<file path="config.mk">
export PLATFORM = sky130hd
export DESIGN_NAME = stream_in_packer_flat
export DESIGN_NICKNAME = d
export VERILOG_FILES = /design/src/fft_buf_pkg.sv /design/src/ram_if.sv /design/src/stream_in_packer.sv /design/src/flat_wrapper.sv
export SDC_FILE = /design/constraint.sdc
export NUM_CORES = 1
export LEC_CHECK = 0
export ABC_AREA = 1
export CAP_MARGIN = 25
export CORE_ASPECT_RATIO = 0.9
export CORE_MARGIN = 2
export CORE_UTILIZATION = 30
export DETAILED_ROUTE_END_ITERATION = 7
export DONT_BUFFER_PORTS = 1
export PLACE_DENSITY = 0.44
export SLEW_MARGIN = 40
export SYNTH_ARGS = -nofsm -noshare
export SYNTH_HDL_FRONTEND = slang
export SYNTH_SLANG_ARGS = --single-unit
</file>
<file path="constraint.sdc">
create_clock -name axi_clk -period 4.1 [get_ports axi_clk]
set_clock_uncertainty 0.2 [all_clocks]
set_input_delay 0 -clock axi_clk [delete_from_list [all_inputs] [get_ports axi_clk]]
set_output_delay 0 -clock axi_clk [all_outputs]
set_load 0.005 [all_outputs]
</file>
<file path="src/fft_buf_pkg.sv">
package fft_buf_pkg;

  // Bus and storage widths
  localparam int data_w      = 32;  // Stream and AXI-lite data
  localparam int word_w      = 64;  // RAM word, {y, x} in complex modes
  localparam int u_w         = 16;  // Integer sample
  localparam int axil_addr_w = 12;

  // Register map, one register only
  localparam logic [axil_addr_w-1:0] status_addr = '0;  // Done status on read, restart on write

  // Command beat, bits 3:2 must match to start a frame
  localparam logic [1:0] cmd_tag = 2'b01;

  // Transform mode, bit 1 picks the integer path
  typedef enum logic [1:0] {
    mode_fft  = 2'd0,
    mode_ifft = 2'd1,
    mode_ntt  = 2'd2,
    mode_intt = 2'd3
  } mode_e;

  // Frame phases seen by the controller
  typedef enum logic [1:0] {
    ph_cmd,   // Waiting for a command beat
    ph_in,    // Loading the frame
    ph_out,   // Streaming it back
    ph_done   // Complete, waits for restart
  } phase_e;

  // Output stage
  typedef enum logic [2:0] {
    os_idle,
    os_read,     // RAM read in flight
    os_beat_lo,  // x beat
    os_beat_hi,  // y beat
    os_int       // Single integer beat
  } out_state_e;

  // NTT and iNTT share the 16-bit path
  function automatic logic is_int(mode_e m);
    return m[1];
  endfunction

endpackage

</file>
<file path="src/ram_if.sv">
`timescale 1ns/1ps

interface ram_if
  import fft_buf_pkg::*;
#(
  parameter int addr_w = 10
) ();

  logic              en;   // Access this cycle
  logic              we;   // Write when set, read otherwise
  logic [addr_w-1:0] adr;
  logic [word_w-1:0] d;
  logic [word_w-1:0] q;    // Read data, one cycle after en

  // Stage side
  modport master (output en, we, adr, d, input q);

  // Memory side
  modport mem (input en, we, adr, d, output q);

endinterface

</file>
<file path="src/stream_in_packer.sv">
`timescale 1ns/1ps

module stream_in_packer
  import fft_buf_pkg::*;
#(
  parameter int frame_words = 1024
) (
  input  logic              axi_clk,
  input  logic              axi_reset_n,
  input  logic              load,
  input  mode_e             mode,
  input  logic              ss_tvalid,
  input  logic [data_w-1:0] ss_tdata,
  output logic              in_ready,
  output logic              load_done,
  ram_if.master             wr
);

  localparam int addr_w = $clog2(frame_words);
  localparam logic [addr_w-1:0] last_adr = addr_w'(frame_words - 1);

  logic              half;      // x already held, next beat is y
  logic              flush;     // Final word written, frame closed
  logic [data_w-1:0] x_hold;
  logic [addr_w-1:0] adr;
  logic              int_mode;
  logic              beat;
  logic              wr_word;

  assign int_mode = is_int(mode);
  assign in_ready = load && !flush;  // Stalls once the frame is full
  assign beat     = ss_tvalid && in_ready;
  assign wr_word  = beat && (int_mode || half);  // Write on the word's last beat
  assign load_done = load && flush;  // One cycle, load drops right after

  // Write port
  assign wr.en  = wr_word;
  assign wr.we  = wr_word;
  assign wr.adr = adr;
  assign wr.d   = int_mode ? word_w'(ss_tdata[u_w-1:0])  // Low 16 bits only
                           : {ss_tdata, x_hold};         // y high, x low

  always_ff @(posedge axi_clk or negedge axi_reset_n) begin
    if (!axi_reset_n) begin
      half  <= 1'b0;
      flush <= 1'b0;
      adr   <= '0;
    end else if (!load) begin
      half  <= 1'b0;  // Clean start for every frame
      flush <= 1'b0;
      adr   <= '0;
    end else begin
      if (beat && !int_mode) half <= !half;
      if (wr_word) begin
        adr <= adr + 1'b1;
        if (adr == last_adr) flush <= 1'b1;
      end
    end
  end

  // x half of a complex pair
  always_ff @(posedge axi_clk) begin
    if (beat && !int_mode && !half) x_hold <= ss_tdata;
  end

endmodule

</file>
<file path="src/flat_wrapper.sv">
// flat-port wrapper written by rule: the top's interface ports become plain ports
module stream_in_packer_flat import fft_buf_pkg::*;
#(
  parameter int frame_words = 1024
)
  (axi_clk, axi_reset_n, load, mode, ss_tvalid, ss_tdata, in_ready, load_done, wr_en, wr_we, wr_adr, wr_d, wr_q);
  ram_if wr_i ();
  input  logic axi_clk;
  input  logic axi_reset_n;
  input  logic load;
  input  mode_e mode;
  input  logic ss_tvalid;
  input  logic [data_w-1:0] ss_tdata;
  output logic in_ready;
  output logic load_done;
  output wire logic [$bits(wr_i.en)-1:0] wr_en;
  output wire logic [$bits(wr_i.we)-1:0] wr_we;
  output wire logic [$bits(wr_i.adr)-1:0] wr_adr;
  output wire logic [$bits(wr_i.d)-1:0] wr_d;
  input wire logic [$bits(wr_i.q)-1:0] wr_q;
  assign wr_en = wr_i.en;
  assign wr_we = wr_i.we;
  assign wr_adr = wr_i.adr;
  assign wr_d = wr_i.d;
  assign wr_i.q = wr_q;
  stream_in_packer #(.frame_words(frame_words)) u_core (.axi_clk(axi_clk), .axi_reset_n(axi_reset_n), .load(load), .mode(mode), .ss_tvalid(ss_tvalid), .ss_tdata(ss_tdata), .in_ready(in_ready), .load_done(load_done), .wr(wr_i));
endmodule
</file>
; Word level (Yosys, flattened, before mapping)
; Index checks and enable logic that the tools add are counted.
[totals]
regBits = 44
in_bits = 102
output_inout_bits = 78
wordCells = 28
[classes]
addsub = 1
n_eq_ne = 4
n_mux = 8
reduce_logical = 11
[ops]
columns = operator, count
row1 = 2-to-1 mux 64 bit, 1
row2 = 2-to-1 mux 10 bit, 2
row3 = adder 10 x 1 -> 10 bit (second input constant), 1
row4 = equality test 10 bit (second input constant), 1
row5 = logical AND 1 bit, 6
row6 = inequality test 2 x 1 -> 1 bit (second input constant), 3
row7 = 2-to-1 mux 1 bit, 5
row8 = zero test 1 bit, 3
row9 = AND reduction 2 bit, 1
row10 = logical OR 1 bit, 1

; Depth between registers and ports, before layout
[depth]
word_depth = 6
depth_mapped = 7

; Least setup slack after synthesis
; Ideal clock, no wire load.
[synth_path]
path_type = reg-to-reg
from = register u_core.flush
to = register u_core.x_hold[0] (enable)
setup_time_ps = 387
t_arrival_ps = 1282
slack_ps = 2232
path_stages_with_launch = 4
path_buffers = 0
synth_period_minus_slack_ps = 1868
path_cell_list = dfrtp_1 > nor2_1 > nand3_1 > inv_1
[synth_between]
elab_chain_cells = 5
[synth_lines]
columns = item, line
row1 = start: declaration, stream_in_packer.sv:23  ; logic flush;
row2 = start signal: assignment, stream_in_packer.sv:46  ; flush <= 1'b0;
row3 = start signal: assignment, stream_in_packer.sv:50  ; flush <= 1'b0;
row4 = start signal: assignment, stream_in_packer.sv:56  ; if (adr == last_adr) flush <= 1'b1;
row5 = zero test 1 bit, stream_in_packer.sv:31  ; assign in_ready = load && !flush;
row6 = logical AND 1 bit, stream_in_packer.sv:31
row7 = via in_ready, flat_wrapper.sv:14  ; output logic in_ready;
row8 = logical AND 1 bit, stream_in_packer.sv:32  ; assign beat = ss_tvalid && in_ready;
row9 = logical AND 1 bit (2 in series), stream_in_packer.sv:63  ; if (beat && !int_mode && !half) x_hold <= ss_tdata;
row10 = end signal: assignment, stream_in_packer.sv:63
row11 = end: declaration, stream_in_packer.sv:24  ; logic [data_w-1:0] x_hold;
; The timed path passes the listed nets, and every way through them passes these cells.
; A chain may end at the register's enable or synchronous reset.

; Worst setup path in the final report
[layout_path]
from = input load
to = register u_core.adr[2] (netlist: u_core.wr.adr[2])
[layout_between]
elab_chain_cells = 4
word_cells_on_any_way = 5
classes_between = eq/ne (1) / mux (1) / reduce/logical (3)
[layout_lines]
columns = item, line
row1 = start: declaration, flat_wrapper.sv:10  ; input logic load;
row2 = logical AND 1 bit, stream_in_packer.sv:31
row3 = logical AND 1 bit, stream_in_packer.sv:32
row4 = logical AND 1 bit, stream_in_packer.sv:33  ; assign wr_word = beat && (int_mode || half);
row5 = via wr_en, flat_wrapper.sv:16  ; output wire logic [$bits(wr_i.en)-1:0] wr_en;
row6 = inequality test 2 x 1 -> 1 bit (no source line), -
row7 = end signal: assignment, stream_in_packer.sv:55  ; adr <= adr + 1'b1;
row8 = end: declaration, stream_in_packer.sv:25  ; logic [addr_w-1:0] adr;
; The timed path passes the listed nets, and every way through them passes these cells.

==> flow_metrics.py <==
metrics = {
    "clocking": {
        "cts_setup_buffers": 0,
        "clock_path_buffers": 2,
        "cts_tree": "yes",
        "cts_resized": 0,
        "path_clk_slew_ns": 0.09,
        "holdBufCountCts": 42,
        "insertion_delay_ns": 0.29,
        "htreeDepth": 2,
        "clockRootBuffer": "clkbuf_8",
        "numCtsBuffers": 5,
        "clock_sinks": 44,
    },
    "die": {
        "pin_count": 180,
        "core_area_sq_mm": 0.00708,
        "die_x_um": 94.2,
        "fp.dieArea_sq_mm": 0.00802,
        "die_height_um": 85.1,
        "initial_utilization_pct": 31.0,
        "num_rows": 29,
    },
    "yosys": {
        "synthMuxAreaShare_pct": 0,
        "yosysTopAreaCellShare_pct": 43.8,
        "syn_inst": 265,
        "synth_fp_nets": 368,
        "yosysMostFrequentCell": "nor2_1",
        "synth-adder-area-share_pct": 0.570,
        "synth_area_leader_cell": "edfxtp_1",
        "synth_compound_area_share_pct": 5.70,
        "synthDistinctLibCells": 19,
        "ys_seq_area_share_pct": 57.5,
        "syn_area_per_cell_sq_um": 8.28,
        "ys_seq_elements": 44,
        "synth_flop_cell": "edfxtp_1",
        "yosys-top-cells-area": "edfxtp_1 (44%), dfrtp_1 (14%), nor2_1 (11%)",
        "synth_xor_xnor_area_share_pct": 0,
        "yosys_warnings": 0,
        "syn_area_sq_mm": 0.00219,
        "synthTopCellsByCount": "nor2_1 (62), inv_1 (60), nand2_1 (45)",
        "async_flop_share_pct": 27.3,
        "synth_top_family_by_area": "simple AND/OR/NAND/NOR gates",
        "synthSimpleGateAreaFrac_pct": 23.1,
        "synth_edf_count": 32,
    },
    "placement": {
        "numPortBuffers": 0,
        "dp.cells": 347,
        "place_congestion": 0.685,
        "hpwl_mm": 3.23,
    },
    "pwr": {
        "p_per_area_mw_per_mm2": 316,
        "leakage_nw": 1.27,
        "peakVddDrop_mv": 0.150,
        "total_power_uw": 876,
    },
    "timing": {
        "rsz0062_at_grt": "no",
        "slew_viol_final": 0,
        "fin_crit_ns": 2.65,
        "maxSlewHeadroom_pct": 60.3,
        "finalCritPeriodShare_pct": 64.7,
        "tns_ns": 0,
        "max_freq_ghz": 0.377,
        "finalHoldViolations": 0,
        "setup_violations": 0,
        "tightest_slew_ns": 0.593,
    },
    "critical_path": {
        "crit_arrival_ns": 2.64,
        "crit_required_ns": 4.08,
        "crit_path_end_kind": "flop",
        "worst_path_max_delay_cell": "dlygate4sd3_1",
        "path_class": "input pin to flop",
        "crit_fanout": 13,
        "cpMostUsedCell": "dlygate4sd3_1",
        "slowest_delay_ns": 0.84,
        "cp_cell_sequence": "dlygate4sd3_1, nand3_2, nor2_4, nand3_1, nand2_1, dlygate4sd3_1, nor2_1, dlygate4sd3_1",
        "critical_path.startpoint_type": "input pin",
    },
    "final_layout": {
        "syn_to_final_growth_pct": 26.4,
        "drive_gt1_share_pct": 4.61,
        "nNetsFinal": 406,
        "antennaDiodeCount": 0,
        "layoutNonFillerInstCount": 397,
    },
    "run": {
        "drv_cap": 0,
    },
    "status": {
        "status": "complete, no violations",
    },
    "global_routing": {
        "grt_util_met2_pct": 19.9,
        "grtUsageMet1_pct": 16.5,
        "grt_max_degree": 51,
        "grt_pass1_wl_mm": 8.00,
        "first_global_vias": 1676,
        "busiest_layer": "met2",
        "grt_use_total_pct": 12.6,
        "grt_overflow": 0,
        "met3_usage_pct": 4.17,
        "antenna_found_initial": 0,
    },
    "drt": {
        "avgViaCountPerCell": 4.36,
        "drcViolationCount": 0,
        "via_count": 1732,
        "dr.pass1.iters": 4,
        "drt_wl_total_mm": 4.98,
        "drt_iter0_drc": 102,
        "postRouteAntennaNets": 0,
        "wl_per_cell_um": 12.5,
    },
    "worst_hold_path": {
        "min_path_type": "input pin to flop",
    },
}
-- per-stage QoR --
stage	setup slack, ns	hold slack [ns]	util, %	cell area, sq um
final	1.45	0.152	39.2	2770
after detailed placement	2.13	-0.495	31.9	2260
after CTS	1.42	0.136	39.2	2770
after global placement	2.12	-0.495	31.9	2260
after global routing	1.28	0.144	39.2	2770
after floorplan	2.23	-0.496	-	2190
-- worst paths after layout --
check / startpoint / end / slack [ns] / cells after the start
worst max-delay path: load / u_core.wr.adr[2] / 1.45 / 8
max in group asynchronous: axi_reset_n / u_core.wr.adr[0] / 2.83 / 2
worst min-delay path: ss_tdata[6] / u_core.x_hold[6] / 0.15 / 1
worst max register to register: u_core.flush / u_core.wr.adr[2] / 1.62 / 8
worst min register to register: u_core.flush / u_core.flush / 0.35 / 2
min in group asynchronous: axi_reset_n / u_core.wr.adr[5] / 0.48 / 2
-- final cells by class --
type | instances | area (sq um)
clock buffer | 5 | 68.8
fill | 714 | 4300
tap | 93 | 116
clock inverter | 3 | 18.8
inverter | 60 | 225
multi-input combinational | 149 | 646
sequential | 44 | 1260
timing repair buffer | 43 | 438
-- worst max-delay path: cells and delay by family --
family                 cells  cell delay (ns)
buffers and inverters      3             1.93
and+or+nand+nor            5             0.71
-- registers in the layout, summed over array words and instances, names as in the netlist --
| name | cells |
|---|---|
| u_core.x_hold | 32 |
| u_core.wr.adr | 10 |
| u_core.flush | 1 |
| u_core.half | 1 |
-- logic make-up after synthesis --
kind of cell | Yosys count
simple gates | 124
buf+inv | 72
flops | 44
compound gates | 24
fa+ha+maj | 1
-- placed cells by master, fill, tap and decap left out, drive strengths merged, types with 3 or more instances in the layout --
cell type and n:
edfxtp 32, dlygate4sd3 41, dfrtp 12, clkbuf 5, nor2 64, nand3 11, inv 60, nand4 3
o21ai 17, nand2 45, a21oi 5
-- power breakdown --
group	total, mW	internal, mW	switching, mW
Sequential	0.497	0.491	0.00559
Combinational	0.106	0.0438	0.0624
Clock	0.272	0.118	0.154
-- layer usage --
metal | wire length (um) | vias to the layer above
li1 | - | 885
met1 | 2210 | 779
met2 | 2360 | 63
met3 | 359 | 5
met4 | 51 | 0
met5 | 0 | -
No activity file was read; power rests on OpenSTA's default activity.
