### src/fft_buf_pkg.sv
package fft_buf_pkg;

  // Bus and storage widths
  localparam int data_w      = 32;  // Stream and AXI-lite data
  localparam int word_w      = 64;  // RAM word, {y, x} in complex modes
  localparam int u_w         = 16;  // Integer sample
  localparam int axil_addr_w = 12;

  // Register map, one register only
  localparam logic [axil_addr_w-1:0] status_addr = '0;  // Done status on read, restart on write

  // Command beat, bits 3:2 must match to start a frame
  localparam logic [1:0] cmd_tag = 2'b01;

  // Transform mode, bit 1 picks the integer path
  typedef enum logic [1:0] {
    mode_fft  = 2'd0,
    mode_ifft = 2'd1,
    mode_ntt  = 2'd2,
    mode_intt = 2'd3
  } mode_e;

  // Frame phases seen by the controller
  typedef enum logic [1:0] {
    ph_cmd,   // Waiting for a command beat
    ph_in,    // Loading the frame
    ph_out,   // Streaming it back
    ph_done   // Complete, waits for restart
  } phase_e;

  // Output stage
  typedef enum logic [2:0] {
    os_idle,
    os_read,     // RAM read in flight
    os_beat_lo,  // x beat
    os_beat_hi,  // y beat
    os_int       // Single integer beat
  } out_state_e;

  // NTT and iNTT share the 16-bit path
  function automatic logic is_int(mode_e m);
    return m[1];
  endfunction

endpackage

### src/frame_ctrl.sv
`timescale 1ns/1ps

module frame_ctrl
  import fft_buf_pkg::*;
(
  input  logic              axi_clk,
  input  logic              axi_reset_n,
  input  logic              ss_tvalid,
  input  logic [data_w-1:0] ss_tdata,
  input  logic              in_ready,     // Packer can take a beat
  output logic              ss_tready,
  input  logic              load_done,
  input  logic              unload_done,
  input  logic              restart,
  output mode_e             mode,
  output logic              load,
  output logic              unload,
  output logic              done_status
);

  phase_e phase;
  phase_e phase_nxt;
  logic   cmd_beat;

  // Stream slave ready, command beats are always swallowed
  always_comb begin
    case (phase)
      ph_cmd:  ss_tready = 1'b1;
      ph_in:   ss_tready = in_ready;
      default: ss_tready = 1'b0;  // Output pending or done
    endcase
  end

  // Only a tagged beat starts a frame, anything else is dropped
  assign cmd_beat = (phase == ph_cmd) && ss_tvalid && ss_tready
                    && (ss_tdata[3:2] == cmd_tag);

  always_comb begin
    phase_nxt = phase;
    case (phase)
      ph_cmd:  if (cmd_beat) phase_nxt = ph_in;
      ph_in:   if (load_done) phase_nxt = ph_out;
      ph_out:  if (unload_done) phase_nxt = ph_done;
      ph_done: if (restart) phase_nxt = ph_cmd;  // Ignored elsewhere
      default: phase_nxt = ph_cmd;
    endcase
  end

  always_ff @(posedge axi_clk or negedge axi_reset_n) begin
    if (!axi_reset_n) begin
      phase <= ph_cmd;
      mode  <= mode_fft;
    end else begin
      phase <= phase_nxt;
      if (cmd_beat) mode <= mode_e'(ss_tdata[1:0]);  // Held for the whole frame
    end
  end

  // Phase levels to the stages
  assign load        = (phase == ph_in);
  assign unload      = (phase == ph_out);
  assign done_status = (phase == ph_done);

endmodule

### config.mk
export PLATFORM = sky130hd
export DESIGN_NAME = frame_ctrl
export DESIGN_NICKNAME = d
export VERILOG_FILES = /design/src/fft_buf_pkg.sv /design/src/frame_ctrl.sv
export SDC_FILE = /design/constraint.sdc
export NUM_CORES = 1
export LEC_CHECK = 0
export BUFFER_PORTS_ARGS = -buffer_cell sky130_fd_sc_hd__buf_2
export CAP_MARGIN = 15
export CORE_AREA = 2 2 39 41
export CTS_BUF_LIST = sky130_fd_sc_hd__clkbuf_4
export CTS_CLUSTER_SIZE = 30
export DETAILED_ROUTE_END_ITERATION = 10
export DIE_AREA = 0 0 41 43
export PLACE_DENSITY = 0.63
export SYNTH_ARGS = -nofsm -noshare
export SYNTH_HDL_FRONTEND = slang
export SYNTH_SLANG_ARGS = --single-unit
export TNS_END_PERCENT = 1
### constraint.sdc
create_clock -name axi_clk -period 3.4 [get_ports axi_clk]
set_clock_uncertainty 0.15 [all_clocks]
set_input_delay 0.34 -clock axi_clk [delete_from_list [all_inputs] [get_ports axi_clk]]
set_output_delay 0.34 -clock axi_clk [all_outputs]
set_load 0.03 [all_outputs]
# Yosys cells after proc, flatten, opt, wreduce, memory -nomap -nowiden
# Index checks and enable logic that the tools add are counted.
# totals
register_bits,4
# classes
n_eq_ne,8
n_reduce_logical,5
n_mux,6
# ops
cell,count
2-to-1 mux 2 bit,4
inequality test 2 bit (second input constant),4
one-hot mux 2 bit (4 select lines),1
== test 2 x 1 -> 1 bit (second input constant),2
== test 2 bit (second input constant),2
AND reduction 4 bit,1
logical AND 1 bit,3
zero test 2 bit,1
one-hot mux 1 bit (2 select lines),1

# Longest topological paths before layout
# Gate-level depths: netlist of run 1.
# logic_depth
ltp_word,6
depth_mapped,5
depth_no_buf,5

# Least setup slack after synthesis of run 1
# No wires, ideal clock.
# synth_timing
path_kind,register to register
startpoint,register phase[1]
endpoint,register phase[1]
synth_period_minus_slack_ps,1958
setup_slack_ps,1442
path_buffers,0
arrival_ps,1680
required_ps,3123
setup_ps,127
stages_incl_launch_ff,6
path_cell_list,dfrtp_1 inv_1 ha_1 nor2b_1 a2111oi_2 mux2_1
# synth_via
elab_chain_len,6
elab_cells_between_ends,14
# synth_lines
element,line_no,text
start: declaration,frame_ctrl.sv:21,phase_e phase;
start signal: assignment,frame_ctrl.sv:51,phase <= ph_cmd;
start signal: assignment,frame_ctrl.sv:54,phase <= phase_nxt;
== test 2 x 1 -> 1 bit *,--,
named net load,frame_ctrl.sv:16,"output logic load,"
one-hot mux 1 bit (2 select lines),frame_ctrl.sv:27,case (phase)
logical AND 1 bit,frame_ctrl.sv:35,assign cmd_beat = (phase == ph_cmd) && ss_tvalid && ss_tready
logical AND 1 bit,frame_ctrl.sv:36,&& (ss_tdata[3:2] == cmd_tag);
inequality test 2 bit (no source line),--,
AND reduction 4 bit (no source line),--,
# Mark *: on every way through the listed nets, which the timed path passes. The rest lies on a longest branch.
# A chain may end at the register's enable or synchronous reset.

# Worst setup path in the final report of run 1
# layout_timing
startpoint,register phase[0]
endpoint,register phase[1]
# layout_via
elab_chain_len,6
elab_cells_between_ends,14
# layout_lines
element,line_no
== test 2 x 1 -> 1 bit or zero test 2 bit (tied branches),"frame_ctrl.sv:27, frame_ctrl.sv:40, frame_ctrl.sv:35"
one-hot mux 1 bit (2 select lines) or logical AND 1 bit (tied branches),"frame_ctrl.sv:27, frame_ctrl.sv:35"
logical AND 1 bit,frame_ctrl.sv:35
logical AND 1 bit,frame_ctrl.sv:36
inequality test 2 bit (no source line),--
AND reduction 4 bit (no source line),--
# Several ways; a longest one is shown, not always the timed one.

==> reports/summary.txt, run 1 <==
Fill cells: 150
htree depth: 1
top cells by count, synth: ha_1 (5), dfrtp_1 (4), inv_1 (2), mux2_1 (2), nor2b_1 (2)
Setup TNS: 0 ps
CTS Sinks: 4
top cell type by total area after synthesis: dfrtp_1
Distinct cells, synth: 12
FP Rows: 14
GP Congestion: 0.619
TritonRoute pass-1 iters: 3
Slew headroom: 0.699
async set-reset flop share out of synthesis: 1.00
Clock Root Buffer: clkbuf_4
Critical Path RT: 3360 ps
Crit path arrival time: 2080 ps
DRC violations left: 0
Synth Area in Compound Gates: 0.0856
number of diodes: 0
buffers and inverters on the worst path: 1
initial antenna violation count: 0
wire per inst: 9.91 microns
Critical Path Max Stage Delay: 540 ps
Post-Synth Adder-Cell Area: 0.225
share of the synthesized area in the top cell type: 0.360
worst setup margin: 1280 ps
worst flop-to-flop path startpoint: phase[0]$_DFFE_PN0P_
RSZ-0062 raised after global routing: false
CP Depth: 5
Critical-path top delay cell: a2111oi_2
Max Fclk: 472 MHz
pin count of the biggest net entering global routing: 5
leakage: 0.000229 uW
DRT iter0 DRCs: 1
worst reg2reg endpoint: phase[1]$_DFFE_PN0P_
number of max-cap violations: 0
Die H: 43 microns
reg2reg path depth: 5
most frequent cell after synthesis: ha_1
clk slew on worst S/H paths: 40 ps
Final ANT Viol Nets: 0
PostCTS Resize Cnt: 0
Synth Area in XOR/XNOR: 0
CP Launch Type: flip-flop
worst vdd ir: 0.396 mV
period utilisation layout: 0.623
cell family with most CP delay: compound AO/OA/AOI/OAI gates
Worst Tran Pin Value: 451 ps
YS warnings: 0
outcome: completed
Synthesized Nets: 66
Critical path destination: phase[1]$_DFFE_PN0P_
syn_area_per_cell: 12.6 sq um
die width: 41 microns
starting density of the core: 0.201
CP Cell Sequence: inv_1 > ha_1 > nand4b_2 > a2111oi_2 > mux2_1
die area: 1760 sq um
Worst Hold Class: in2reg
I/O Buffers: 16
Crit Path Max Fanout: 4
vias in the first global route: 223
Netlist Area Pre-Place: 278 sq um
CTS buffer count: 3
Mapped Cells: 22
Setup violations, final: 0
Final nets: 88
gr usage total: 0.0785
# hold bufs at CTS: 1
main combinational cell family by area after synthesis: adder cells
first-pass GRT wire length: 876 microns
flop-to-flop setup slack: 1280 ps
vias per cell: 3.97
pre-CTS WS: 1260 ps
Ports: 45
Synth-to-Final Area Change: 47.7%
crit path from: phase[0]$_DFFE_PN0P_
hold slack: 171 ps
Core Footprint: 1380 sq um
simple-gate share of the synthesized area: 0.144
register area share after synthesis: 0.360
crit end category: flip-flop
clk buf depth: 2
register bit total from synthesis: 4
Synth area leaders: dfrtp_1 (36%), ha_1 (23%), mux2_1 (8.1%), a2111oi_2 (5.4%), nand4b_2 (5.4%)
layout cells sized above 1: 0.571
pwr/cell area: 979 nW/um^2
Final Max Tran Viols: 0
fin crit period: 2120 ps
via count: 230
postcts setup bufs: 0
CTS tree: yes
post-synthesis mux area share: 0.158
Crit Path Class: reg2reg
final wirelength: 575 microns
total gr overflow: 0
Synth Flop Type: dfrtp_1
worst-skew pair later-pin latency: 230 ps
Post-synth EDFFs: 0
Final Hold Fails: 0
==> final cells by class <==
type                    instances  area, sq um  area share
repair buffers                 17         90.1       0.220
inverters                       2         7.51      0.0183
clock buffers                   3         22.5      0.0549
flip-flops and latches          4          100       0.244
well taps                      16         20.0      0.0488
multi-input cells              16          170       0.415
==> report_power, final <==
group	leakage (uW)	switching, uW	internal [uW]
registers	0.0000478	17.0	73.6
clock network	0.0000138	18.9	39.5
logic	0.000168	154	98.9
total	0.000229	190	212
==> routing by layer <==
| layer | global-route usage | routed length, microns | vias up |
|---|---|---|---|
| met3 | 0.0157 | 73 | 0 |
| met2 | 0.113 | 251 | 17 |
| met5 | 0 | 0 | - |
| met1 | 0.0877 | 250 | 98 |
| met4 | 0.0800 | 0 | 0 |
| li1 | - | - | 115 |
==> state kept, by name, indices dropped and copies added, names as in the netlist <==
| name | cells |
|---|---|
| mode | 2 |
| phase | 2 |
==> worst min-delay path by stage <==
stage	to	cells after the start	slack (ps)	from
3_5_place_dp	mode[0]$_DFFE_PN0P_	1	-0.4	axi_reset_n
2_1_floorplan	mode[0]$_DFFE_PN0P_	0	-110	axi_reset_n
3_3_place_gp	mode[0]$_DFFE_PN0P_	1	-2	axi_reset_n
4_1_cts	mode[0]$_DFFE_PN0P_	2	160	ss_tdata[0]
6_report	mode[0]$_DFFE_PN0P_	2	170	ss_tdata[0]
5_1_grt	mode[0]$_DFFE_PN0P_	2	180	ss_tdata[0]
==> cell families after synthesis <==
| group | Yosys count |
|---|---|
| buffers and inverters | 2 |
| flip-flops | 4 |
| AND/OR/NAND/NOR | 5 |
| AO/OA/AOI/OAI | 2 |
| multiplexers | 4 |
| adder cells (fa/ha/maj) | 5 |
==> per-stage QoR <==
| step | instances | total power [uW] | cell area, sq um | utilization |
|---|---|---|---|---|
| after floorplan | 22 | 288 | 278 | - |
| after global placement | 54 | 341 | 378 | 0.273 |
| after detailed placement | 54 | 346 | 378 | 0.273 |
| after CTS | 58 | 410 | 410 | 0.297 |
| after global routing | 58 | 440 | 410 | 0.297 |
| final | 58 | 402 | 410 | 0.297 |
==> cells in the final DEF, fill, tap and decap left out, drive strengths merged <==
cell type | synthesis | routed
a2111oi | 1 | 1
a21o | 1 | 1
buf | 0 | 16
clkbuf | 0 | 3
dfrtp | 4 | 4
dlygate4sd3 | 0 | 1
ha | 5 | 5
inv | 2 | 2
mux2 | 3 | 3
mux2i | 1 | 1
nand4b | 1 | 1
nor2 | 1 | 1
nor2b | 3 | 3
Note: power is estimated with default switching activity, not from simulation.
==> run 2, diff against run 1 <==
Clock period 3.4 ns to 2 ns, I/O delays scaled along.
==> run 2 against run 1 <==
Sequential cell count unchanged. Die area unchanged. Sequential share of layout area decreased by 2.7 points. Non-clock buffer count increased by 5.
==> reports/summary.txt, run 2 (synthesized netlist as in run 1, its figures left out) <==
Synth-to-Final Area Change: 65.8%
Worst Hold Class: in2reg
cell family with most CP delay: flip-flops
Final nets: 93
crit end category: flip-flop
Worst Tran Pin Value: 311 ps
total gr overflow: 0
Comb power frac: 0.685
initial antenna violation count: 0
Crit Path Class: reg2reg
Final Hold Fails: 0
die area: 1760 sq um
Critical Path RT: 1960 ps
TritonRoute pass-1 iters: 1
vias per cell: 3.98
CTS buffer count: 3
Critical-path top delay cell: dfrtp_1
via count: 251
Setup TNS: 0 ps
Critical Path Max Stage Delay: 390 ps
Die H: 43 microns
CTS Sinks: 4
htree depth: 1
most frequent cells in the layout: buf_2 (16), ha_1 (5), buf_4 (5)
Crit path arrival time: 1800 ps
NetSw: 346 uW
fin crit period: 1850 ps
number of diodes: 0
final core utilization: 0.333
worst-skew pair later-pin latency: 230 ps
die width: 41 microns
Final ANT Viol Nets: 0
layout cells sized above 1: 0.617
clk buf depth: 2
first-pass GRT wire length: 924 microns
Max Fclk: 541 MHz
Final Max Tran Viols: 0
CP Launch Type: flip-flop
Crit Path Max Fanout: 3
sequential share of power: 0.190
Ports: 45
Core Footprint: 1380 sq um
FP Rows: 14
RSZ-0062 raised after global routing: false
Int Power: 434 uW
Setup violations, final: 0
Clock Root Buffer: clkbuf_4
DRC violations left: 0
worst vdd ir: 0.588 mV
clk slew on worst S/H paths: 40 ps
CP Cell Sequence: inv_1 > ha_1 > nand4b_2 > a2111oi_4 > mux2_1
dpl hpwl: 555 microns
CTS tree: yes
I/O Buffers: 16
starting density of the core: 0.201
Switching Fraction: 0.444
Clock Power Share: 0.125
number of max-cap violations: 0
buffers and inverters on the worst path: 1
pwr/cell area: 1690 nW/um^2
final wirelength: 630 microns
gr usage total: 0.0826
Top Registers: mode (2), phase (2)
pin count of the biggest net entering global routing: 5
DRT iter0 DRCs: 0
Slew headroom: 0.793
leakage: 0.000255 uW
leading cell type in the layout, fill and taps excluded: buf_2
GP Congestion: 0.617
wire per inst: 10.0 microns
period utilisation layout: 0.924
vias in the first global route: 263
outcome: completed
## run 2: path summary, 6_finish.rpt
| kind | start | end | slack [ps] | cells past startpoint |
|---|---|---|---|---|
| max | phase[0]$_DFFE_PN0P_ | phase[1]$_DFFE_PN0P_ | 150 | 5 |
| min | ss_tdata[0] | mode[0]$_DFFE_PN0P_ | 30 | 2 |
| max reg2reg | phase[0]$_DFFE_PN0P_ | phase[1]$_DFFE_PN0P_ | 150 | 5 |
| min reg2reg | mode[0]$_DFFE_PN0P_ | mode[0]$_DFFE_PN0P_ | 340 | 1 |
| max in group asynchronous | axi_reset_n | phase[1]$_DFFE_PN0P_ | 1430 | 2 |
| min in group asynchronous | axi_reset_n | mode[0]$_DFFE_PN0P_ | 150 | 2 |
## run 2: metrics by stage
stage               hold WS [ps]  instances  instance area, sq um  worst slack, ps  total power (uW)
floorplan                   -246         22                   278             42.4               490
global placement            -141         59                   415             85.3               650
detailed placement          -137         59                   415             5.19               668
CTS                         23.1         63                   448            0.268               772
global route                29.4         63                   460             52.9               847
finish                      28.7         63                   460              152               780
## run 2: layout make-up
type / count / area [sq um]
Fill cell: 146 / 923
Clock buffer: 3 / 22.5
Tap cell: 16 / 20.0
Inverter: 2 / 7.51
Multi-Input combinational cell: 16 / 183
Timing Repair Buffer: 22 / 128
Sequential cell: 4 / 100
## run 2: power by group through the flow
stage,clock network (uW),registers (uW),logic [uW]
after CTS,103,150,519
after floorplan,0,190,299
final,97.4,148,534
after global routing,104,154,589
after detailed placement,0,150,517
after global placement,0,148,502
## run 2: timing repair
action	CTS	global route
buffers inserted	0	0
hold buffers	1	0
gates resized for setup	0	1
setup endpoints to repair	0	2
endpoints found under the hold margin	4	0
## run 2: metal layers
metal / routed length [microns] / track usage / vias up
li1: - / - / 125
met1: 250 / 0.0747 / 109
met2: 302 / 0.138 / 17
met3: 77 / 0.0157 / 0
met4: 0 / 0.0800 / 0
met5: 0 / 0 / -
