[src/fft_buf_pkg.sv]
package fft_buf_pkg;

  // Bus and storage widths
  localparam int data_w      = 32;  // Stream and AXI-lite data
  localparam int word_w      = 64;  // RAM word, {y, x} in complex modes
  localparam int u_w         = 16;  // Integer sample
  localparam int axil_addr_w = 12;

  // Register map, one register only
  localparam logic [axil_addr_w-1:0] status_addr = '0;  // Done status on read, restart on write

  // Command beat, bits 3:2 must match to start a frame
  localparam logic [1:0] cmd_tag = 2'b01;

  // Transform mode, bit 1 picks the integer path
  typedef enum logic [1:0] {
    mode_fft  = 2'd0,
    mode_ifft = 2'd1,
    mode_ntt  = 2'd2,
    mode_intt = 2'd3
  } mode_e;

  // Frame phases seen by the controller
  typedef enum logic [1:0] {
    ph_cmd,   // Waiting for a command beat
    ph_in,    // Loading the frame
    ph_out,   // Streaming it back
    ph_done   // Complete, waits for restart
  } phase_e;

  // Output stage
  typedef enum logic [2:0] {
    os_idle,
    os_read,     // RAM read in flight
    os_beat_lo,  // x beat
    os_beat_hi,  // y beat
    os_int       // Single integer beat
  } out_state_e;

  // NTT and iNTT share the 16-bit path
  function automatic logic is_int(mode_e m);
    return m[1];
  endfunction

endpackage

[src/axil_status_regs.sv]
`timescale 1ns/1ps

module axil_status_regs
  import fft_buf_pkg::*;
(
  input  logic                   axi_clk,
  input  logic                   axi_reset_n,
  input  logic                   awvalid,
  input  logic [axil_addr_w-1:0] awaddr,
  input  logic                   wvalid,
  input  logic [data_w-1:0]      wdata,
  output logic                   awready,
  output logic                   wready,
  input  logic                   arvalid,
  input  logic [axil_addr_w-1:0] araddr,
  output logic                   arready,
  output logic                   rvalid,
  output logic [data_w-1:0]      rdata,
  input  logic                   rready,
  input  logic                   done_status,
  output logic                   restart
);

  typedef enum logic {
    rd_idle,
    rd_held   // Address captured, data on the bus
  } rd_state_e;

  rd_state_e              rd_state;
  logic [axil_addr_w-1:0] rd_adr;
  logic                   wr_fire;

  // Write side, address and data taken together in one cycle
  assign wr_fire = awvalid && wvalid;
  assign awready = wr_fire;
  assign wready  = wr_fire;
  assign restart = wr_fire && (awaddr == status_addr) && wdata[0];  // Only bit 0 matters

  // Read side
  assign arready = 1'b1;  // Single outstanding read, a second address is dropped
  assign rvalid  = (rd_state == rd_held);

  always_ff @(posedge axi_clk or negedge axi_reset_n) begin
    if (!axi_reset_n) begin
      rd_state <= rd_idle;
      rd_adr   <= '0;
    end else begin
      case (rd_state)
        rd_idle: if (arvalid) begin
          rd_adr   <= araddr;
          rd_state <= rd_held;
        end
        rd_held: if (rready) rd_state <= rd_idle;  // Data taken
        default: rd_state <= rd_idle;
      endcase
    end
  end

  // Status is live, follows the controller while the read waits
  always_comb begin
    rdata = '0;
    if (rvalid && (rd_adr == status_addr))
      rdata = data_w'(done_status);
  end

endmodule

[config.mk]
export PLATFORM = sky130hd
export DESIGN_NAME = axil_status_regs
export DESIGN_NICKNAME = d
export VERILOG_FILES = /design/src/fft_buf_pkg.sv /design/src/axil_status_regs.sv
export SDC_FILE = /design/constraint.sdc
export NUM_CORES = 1
export LEC_CHECK = 0
export BUFFER_PORTS_ARGS = -buffer_cell sky130_fd_sc_hd__buf_2
export CAP_MARGIN = 20
export CORE_MARGIN = 3
export CORE_UTILIZATION = 30
export DETAILED_ROUTE_END_ITERATION = 8
export HOLD_SLACK_MARGIN = 0.15
export PLACE_DENSITY_LB_ADDON = 0.05
export SYNTH_ARGS = -nofsm -noshare
export SYNTH_HDL_FRONTEND = slang
export SYNTH_SLANG_ARGS = --single-unit
[constraint.sdc]
create_clock -name axi_clk -period 1.3 [get_ports axi_clk]
set_input_delay 0.065 -clock axi_clk [delete_from_list [all_inputs] [get_ports axi_clk]]
set_output_delay 0.065 -clock axi_clk [all_outputs]
set_load 0.05 [all_outputs]
Word-level counts from Yosys, hierarchy flattened:

Cells that the tools add are included.
Widths: inputs -> output; s select.

* bits in registers: 13
* bits in latches: 0
* memory bits (writable): 0
* bits in read-only memories: 0
* input port bits: 63
* output and inout port bits: 37
* word-level logic and storage cells: 14
* memories kept: 0

* add/subtract/negate cells: 0
* multipliers: 0
* divide/modulo/power cells: 0
* $lt $le $gt $ge: 0
* eq/ne operators: 0
* shift-type cells: 0
* muxes and demuxes: 4
* bitwise gates (word level): 1
* reduce and logical (&&, ||, !) cells: 7

Operators by type and width (number)
* $logic_not 12->1: 2
* $logic_and 1x1->1: 4
* $mux 1: 3
* $pmux 1 s2: 1
* $reduce_and 2->1: 1
* $not 1->1: 1

Depth between registers and ports, before layout:

Gate-level depths: netlist of run 1.

* depth after elaboration: 3
* depth in mapped cells: 3
* gate-level depth less buffers: 2

Worst setup path after synthesis of run 1:

Ideal clock, no wire load.

* path type: reg-to-output
* start: reg rd_state (netlist: rvalid)
* end: out rdata[0]
* data arrival time: 1.459 ns
* required time: 1.235 ns
* slack: -0.224 ns
* cell stages (with the launch flop): 3
* path buffers: 0
* cell sequence: dfrtp_1 -> nor4b_1 -> and4_1

* longest elaborated chain between the ends: 2

RTL lines
* start, declared: line axil_status_regs.sv:29 `rd_state_e rd_state;`
* start signal, assigned: line axil_status_regs.sv:45 `rd_state <= rd_idle;`
* start signal, assigned: line axil_status_regs.sv:51 `rd_state <= rd_held;`
* start signal, assigned: line axil_status_regs.sv:53 `rd_held: if (rready) rd_state <= rd_idle;`
* $logic_and 1x1->1: line axil_status_regs.sv:62 `if (rvalid && (rd_adr == status_addr))`
* $mux 1: line axil_status_regs.sv:62
* end, declared: line axil_status_regs.sv:18 `output logic [data_w-1:0] rdata,`

Every way passes these cells.

Worst setup path in the final report of run 1:

* start: reg rd_adr[1]
* end: out rdata[0]

* longest elaborated chain between the ends: 3

RTL lines
* start, declared: line axil_status_regs.sv:30 `logic [axil_addr_w-1:0] rd_adr;`
* start signal, assigned: line axil_status_regs.sv:50 `rd_adr <= araddr;`
* $logic_not 12->1: line axil_status_regs.sv:62
* $logic_and 1x1->1: line axil_status_regs.sv:62
* $mux 1: line axil_status_regs.sv:62

Every way passes these cells.

==> implementation parameters, run 1 <==
Parameter                              Value

Place
  Placed Cells ... 140
  HPWL after detailed placement ... 1.279 mm
  Final weighted congestion of routability-driven global placement ... 0.6140
  # port buffers ... 36

Timing
  Max Freq ... approximately 690 MHz
  Final hold viol count ... 0
  Period Utilization, post-route ... 1.118
  Number of max-slew violations in the final report ... 0
  Crit path time final ... roughly 1500 ps
  Setup WS post-layout ... -152.8 ps
  RSZ-0062 raised after global routing ... yes
  Clock tree skew after final layout ... 2.338 ps
  Total of endpoints with negative setup slack in the final report ... 1

Synth
  Portion of netlist area occupied by mux cells ... 0.1969
  Main combinational cell family by area after synthesis ... buffers and inverters
  Fraction of the yosys area taken by sequential cells ... 0.3709
  Adder-cell share of the synthesized area ... 0
  Library cell with the largest summed area after synthesis ... dfrtp_1
  Synthesis warning total ... 0
  Post-synthesis share of cell area spent on and, or, nand and nor gates ... 0.1127
  Top-area cell type share of the netlist area ... 0.3709
  Xor and xnor fraction of the mapped netlist area ... 0
  Count of mapped cells out of synthesis ... 75
  Cells taking the most area after synthesis ... dfrtp_1 (37%), buf_4 (28%), mux2_4 (17%)
  Count of unique library cells instantiated by Yosys ... 15
  Synthesized area per cell ... 11.69 um^2
  Post-synth design cell area ... 877.1 um^2
  Count of state elements after synthesis ... 13
  Fraction of the mapped netlist area in compound gates ... 0.005706

Clocking
  Root buffer selected by CTS ... clkbuf_4
  Clock tree from TritonCTS ... built
  H-tree depth reported by CTS ... 1
  Number of clock sinks ... 13
  Clock latency on the worst-skew pair ... 270 ps
  Max clock buf depth ... 2
  Clock transition at the registers of the reported paths ... 80 ps
  Number of buffers created by CTS ... 3

Global route
  Largest net degree at the start of global routing ... 14
  Via count of the first global-routing pass ... 528
  Overall track demand over capacity in global routing ... 0.08767
  Remaining global-route overflow ... 0
  Global-route wire length before repair ... 2.263 mm
  Antenna violations before repair ... 0

Flow run
  Total of max-cap violations ... 0

Worst setup path
  Capture instance of the worst register-to-register path ... rd_adr[11]$_DFFE_PN0P_
  WP buf/inv ... 1
  Critical Path Source Type ... flop
  Data arrival time of the worst path ... 1390 ps
  Worst Reg-to-Reg Cells ... 3
  Highest fanout seen on the critical path ... 2
  Top Family by Delay on Critical Path ... simple AND/OR/NAND/NOR gates
  Crit path capture type ... primary output
  Cell with the largest stage delay on the worst path ... dfrtp_1
  Cell-by-cell trace of the critical path ... nor4b_2 -> and4_2 -> buf_6
  Required time worst endpoint ... 1240 ps
  Critical path depth in cells ... 3
  Start point of the critical path ... rd_adr[1]$_DFFE_PN0P_
  Slowest stage delay, CP ... 390 ps
  Kind of critical path ... reg -> out
  Slack of the worst reg-to-reg path ... 120 ps
  Worst flop-to-flop path startpoint ... rvalid$_DFF_PN0_

Route
  Final Routed Wirelength ... 1.566 mm
  Routed via count ... 614
  Mean routed wirelength per cell ... 9.849 um
  Starting DRC count in detailed routing ... 2
  Iteration count of the initial detailed-routing pass ... 3
  Via-to-Cell Ratio ... 3.862
  Antenna-violating nets left ... 0
  DRC violation count after routing ... 0

Cells and area
  Antenna Cells ... 0
  Commonest non-fill, non-tap cell in the layout ... buf_2
  Total Nets Final ... 193
  Final non-filler cell total ... 159
  Fraction of layout cells with a size suffix above 1 ... 0.4651
  Filler cells ... 256
  Layout-stage area growth over the synthesis result ... 32.95%
  Leading cell types in the layout, fill and taps excluded ... buf_2 (35), conb_1 (32), dlygate4sd3_1 (15), dfrtp_1 (12), mux2_4 (10)
  Finished Core Util ... 0.4425

Power
  Power density over the cells ... approximately 1200 mW/mm^2
  Worst IR Drop VDD ... 0.6662 mV
  Total chip power ... 1.367 mW
  Static Leak ... 0.6086 nW

Die
  Placeable Area ... 0.002635 mm^2
  Standard-cell rows ... 18
  I/O pins ... 100
  Initial standard-cell utilization of the core ... 0.3329
  Chip height ... 60.07 um
  Die Width ... roughly 60 um
  Die Area ... 0.003608 mm^2

Status
  Run status ... finished, violations left
  Failing checks ... negative setup slack

Hold path
  Path class of the lowest-slack min-delay path ... in -> async
==> flip-flops by register name, indices dropped and copies added (netlist names) <==
name / cells
rd_adr: 12
rvalid: 1
==> metrics by stage <==
step / TNS [ps] / setup WS [ps] / instance area [um^2] / hold slack, ps
floorplan: 0 / 25.78 / 992.2 / -230.6
global placement: 0 / 15.92 / 964.7 / -23.96
detailed placement: -15.96 / -15.96 / 964.7 / -24.35
CTS: -176.1 / -176.1 / 1160 / 200.0
global route: -224.0 / -224.0 / 1166 / 220.2
finish: -152.8 / -152.8 / 1166 / 197.5
==> per-layer routing <==
metal / up-vias / routed length (um) / GRT usage
met3: 3 / 232 / 0.02592
met4: 0 / 28 / 0.05696
met5: - / 0 / 0
li1: 295 / - / -
met2: 49 / 745 / 0.1389
met1: 267 / 560 / 0.1017
==> report_power, final <==
part / total, mW / internal [mW] / switching [mW]
Clock: 0.244 / 0.119 / 0.125
Combinational: 0.539 / 0.230 / 0.309
Sequential: 0.584 / 0.508 / 0.0767
==> Yosys cell counts <==
cell type	n
nor4b_1	2
mux2_4	10
a21oi_1	1
dfrtp_1	13
nor2b_4	1
nor2_1	2
and2_1	1
buf_4	33
mux2_2	2
nor4bb_1	1
buf_12	1
nor3b_1	1
nor4_1	3
and4_1	2
conb_1	2
==> final cells by class <==
class / count / area, um^2 / share of cell area
clock buffer: 4 / 26.28 / 0.02253
multi-input combinational: 58 / 416.7 / 0.3573
sequential: 13 / 326.6 / 0.2800
tap: 30 / 37.54 / 0.03219
timing repair buffer: 54 / 359.1 / 0.3079
==> cell families (layout without fill, tap and decap cells) <==
family / count (synthesis) / count (layout)
AO/OA/AOI/OAI: 1 / 1
buffers and inverters: 34 / 58
flip-flops: 13 / 13
multiplexers: 12 / 12
other: 2 / 32
AND/OR/NAND/NOR: 13 / 13
==> what timing repair did <==
item	in CTS	in global routing
setup endpoints to repair	1	1
pin swaps	2	2
resized for setup	4	1
buffers inserted	0	0
hold buffers	15	0
hold endpoints to repair	26	0
==> worst max-delay path by stage <==
stage	slack, ps	end
2_1_floorplan	30	rd_adr[10]$_DFFE_PN0P_
3_3_place_gp	20	rdata[0]
3_5_place_dp	-20	rdata[0]
4_1_cts	-180	rdata[0]
5_1_grt	-220	rdata[0]
6_report	-150	rdata[0]
(Power assumes the default switching activity.)
==> run 2, diff against run 1 <==
--- a/config.mk
+++ b/config.mk
@@ -9,6 +9,7 @@
 export CAP_MARGIN = 20
 export CORE_MARGIN = 3
 export CORE_UTILIZATION = 30
+export CTS_BUF_LIST = sky130_fd_sc_hd__clkbuf_8
 export DETAILED_ROUTE_END_ITERATION = 8
 export HOLD_SLACK_MARGIN = 0.15
 export PLACE_DENSITY_LB_ADDON = 0.05
==> run 2 against run 1 <==
  * Largest cell class unchanged
  * Critical path depth is the same
  * Combinational power barely moved
  * Via count decreased by 1.1%
  * Register-to-register slack barely moved
  * Largest power group unchanged
  * Sequential cell count is the same
  * Clock power increased by 44%
  * Cell count is the same
  * Maximum frequency grew 2.3%
  * Routed wire length rose by 1.3%
  * Utilization up 0.71 points
  * The run still ends with negative setup slack left
  * Total power rose by 8.0%
  * Setup slack improved by 32 ps
==> implementation parameters, run 2 (synthesis results as in run 1) <==
Parameter                              Value

Power
  Clock network power share ... 0.239 (+0.060)
  Register share of total power ... 0.397 (-0.030)
  Worst IR Drop VDD ... 0.7421 mV (+11%)
  Static Leak ... 0.6205 nW (+2.0%)
  NetSw ... 0.5297 mW (+3.7%)
  Design internal power ... 0.9471 mW (+11%)
  Part of the power in combinational logic ... 0.365 (-0.029)
  Total chip power ... 1.477 mW (+8.0%)
  Net switching share of the total power ... 0.3587 (-0.01497)
  Power density over the cells ... 1246 mW/mm^2 (+6.3%)

Die
  Die Width ... 60.07 um (unchanged)
  Initial standard-cell utilization of the core ... 0.3329 (unchanged)
  I/O pins ... 100 (unchanged)
  Standard-cell rows ... 18 (unchanged)
  Chip height ... 60.07 um (unchanged)
  Die Area ... 0.003608 mm^2 (unchanged)
  Placeable Area ... 0.002635 mm^2 (unchanged)

Route
  Final Routed Wirelength ... 1.587 mm (+1.3%)
  Mean routed wirelength per cell ... 9.981 um (+1.3%)
  Routed via count ... 607 (-1.1%)
  Antenna-violating nets left ... 0 (unchanged)
  Iteration count of the initial detailed-routing pass ... 3 (unchanged)
  DRC violation count after routing ... 0 (unchanged)
  Via-to-Cell Ratio ... 3.818 (-1.1%)
  Starting DRC count in detailed routing ... 2 (unchanged)

Worst setup path
  Kind of critical path ... reg -> out
  Data arrival time of the worst path ... 1360 ps (-30 ps)
  Critical Path Source Type ... flop
  Slowest stage delay, CP ... 390 ps (about the same)
  Crit path capture type ... primary output
  Slack of the worst reg-to-reg path ... 120 ps (about the same)
  Cell-by-cell trace of the critical path ... nor4b_2 -> and4_2 -> buf_6
  Cell with the largest stage delay on the worst path ... dfrtp_1
  Capture instance of the worst register-to-register path ... rd_adr[11]$_DFFE_PN0P_
  Worst flop-to-flop path startpoint ... rvalid$_DFF_PN0_
  Highest fanout seen on the critical path ... 2 (unchanged)
  Worst Reg-to-Reg Cells ... 3 (unchanged)
  Required time worst endpoint ... 1240 ps (about the same)

Timing
  Max Freq ... 703.9 MHz (+2.3%)
  Period Utilization, post-route ... 1.093 (-0.02470)
  Sum of negative setup slack ... -120.7 ps (+32.11 ps)
  RSZ-0062 raised after global routing ... yes
  Total of endpoints with negative setup slack in the final report ... 1 (unchanged)
  Crit path time final ... 1421 ps (-32.11 ps)
  Setup WS post-layout ... -120.7 ps (+32.11 ps)
  Clock tree skew after final layout ... 5.237 ps (+2.899 ps)
  Final-layout worst hold slack ... 230.7 ps (+33.23 ps)
  Final hold viol count ... 0 (unchanged)
  Number of max-slew violations in the final report ... 0 (unchanged)

Cells and area
  Layout-stage area growth over the synthesis result ... 35.09%
  Register ranked first by flip-flop count ... rd_adr
  Total Nets Final ... 193 (unchanged)
  Filler cells ... 254 (-0.78%)
  Antenna Cells ... 0 (unchanged)
  Fraction of layout cells with a size suffix above 1 ... 0.4651 (unchanged)
  Commonest non-fill, non-tap cell in the layout ... buf_2
  Leading cell types in the layout, fill and taps excluded ... buf_2 (35), conb_1 (32), dlygate4sd3_1 (15), dfrtp_1 (12), mux2_4 (10)
  Finished Core Util ... 0.4497 (+0.007123)
  Max FFs per register ... 12 (unchanged)
  Final non-filler cell total ... 159 (unchanged)

Clocking
  Clock tree from TritonCTS ... built
  Number of clock sinks ... 13 (unchanged)
  Root buffer selected by CTS ... clkbuf_8
  Max clock buf depth ... 2 (unchanged)
  Post-CTS setup buffer count ... 0 (unchanged)
  H-tree depth reported by CTS ... 1 (unchanged)
  Clock transition at the registers of the reported paths ... 60 ps (-20 ps)
  Number of buffers created by CTS ... 3 (unchanged)
  Clock latency on the worst-skew pair ... 240 ps (-30 ps)

Global route
  Overall track demand over capacity in global routing ... 0.08767 (unchanged)
  Largest net degree at the start of global routing ... 14 (unchanged)
  Antenna violations before repair ... 0 (unchanged)
  Global-route wire length before repair ... 2.263 mm (unchanged)
  Remaining global-route overflow ... 0 (unchanged)
  Via count of the first global-routing pass ... 534 (+1.1%)

Place
  HPWL after detailed placement ... 1.279 mm (unchanged)
  Placed Cells ... 140 (unchanged)
  Final weighted congestion of routability-driven global placement ... 0.6140 (unchanged)
  # port buffers ... 36 (unchanged)

Hold path
  Path class of the lowest-slack min-delay path ... in -> async

Status
  Failing checks ... negative setup slack
  Run status ... finished, violations left

Flow run
  Total of max-cap violations ... 0 (unchanged)
-- run 2: how the worst max path moves through the flow --
stage	cells after the start	to	slack, ps	startpoint
after global placement	3	rdata[0]	20	rd_adr[1]$_DFFE_PN0P_
after global routing	3	rdata[0]	-160	rd_adr[1]$_DFFE_PN0P_
final	3	rdata[0]	-120	rd_adr[1]$_DFFE_PN0P_
after floorplan	3	rd_adr[10]$_DFFE_PN0P_	30	rvalid$_DFF_PN0_
after CTS	3	rdata[0]	-130	rd_adr[0]$_DFFE_PN0P_
after detailed placement	3	rdata[0]	-20	rd_adr[1]$_DFFE_PN0P_
-- run 2: power by group through the flow --
stage / Combinational (mW) / Clock [mW] / Sequential [mW]
final: 0.538 / 0.352 / 0.586
after global routing: 0.571 / 0.399 / 0.601
after CTS: 0.541 / 0.367 / 0.582
after detailed placement: 0.501 / 0 / 0.579
after global placement: 0.499 / 0 / 0.577
after floorplan: 0.482 / 0 / 0.575
-- run 2: metal layers --
| metal | GRT usage | wire length (um) |
|---|---|---|
| met1 | 0.1017 | 596 |
| met2 | 0.1389 | 732 |
| met3 | 0.02592 | 229 |
| met4 | 0.05696 | 28 |
| met5 | 0 | 0 |
-- run 2: layout make-up --
type                       count  area, um^2  area share
multi-input combinational     58       416.7      0.3516
sequential                    13       326.6      0.2756
timing repair buffer          54       359.1      0.3031
tap                           30       37.54     0.03168
clock inverter                 1       3.754    0.003168
clock buffer                   3       41.29     0.03485
-- run 2: metrics by stage --
stage / cell area [um^2] / setup WS [ps]
global placement: 964.7 / 15.92
finish: 1185 / -120.7
global route: 1185 / -164.7
floorplan: 992.2 / 25.78
detailed placement: 964.7 / -15.96
CTS: 1179 / -130.1
-- run 2: critical path: cells and delay by family, from the launching register on --
kind                   cells  cell delay [ps]
AND/OR/NAND/NOR            2              570
buffers and inverters      1              160
flip-flops                 1              390
-- run 2: repair_timing --
item	CTS	global route
resized for setup	4	1
pin swaps	2	2
endpoints found under the hold margin	26	0
hold buffers	15	0
endpoints found under the setup margin	1	1
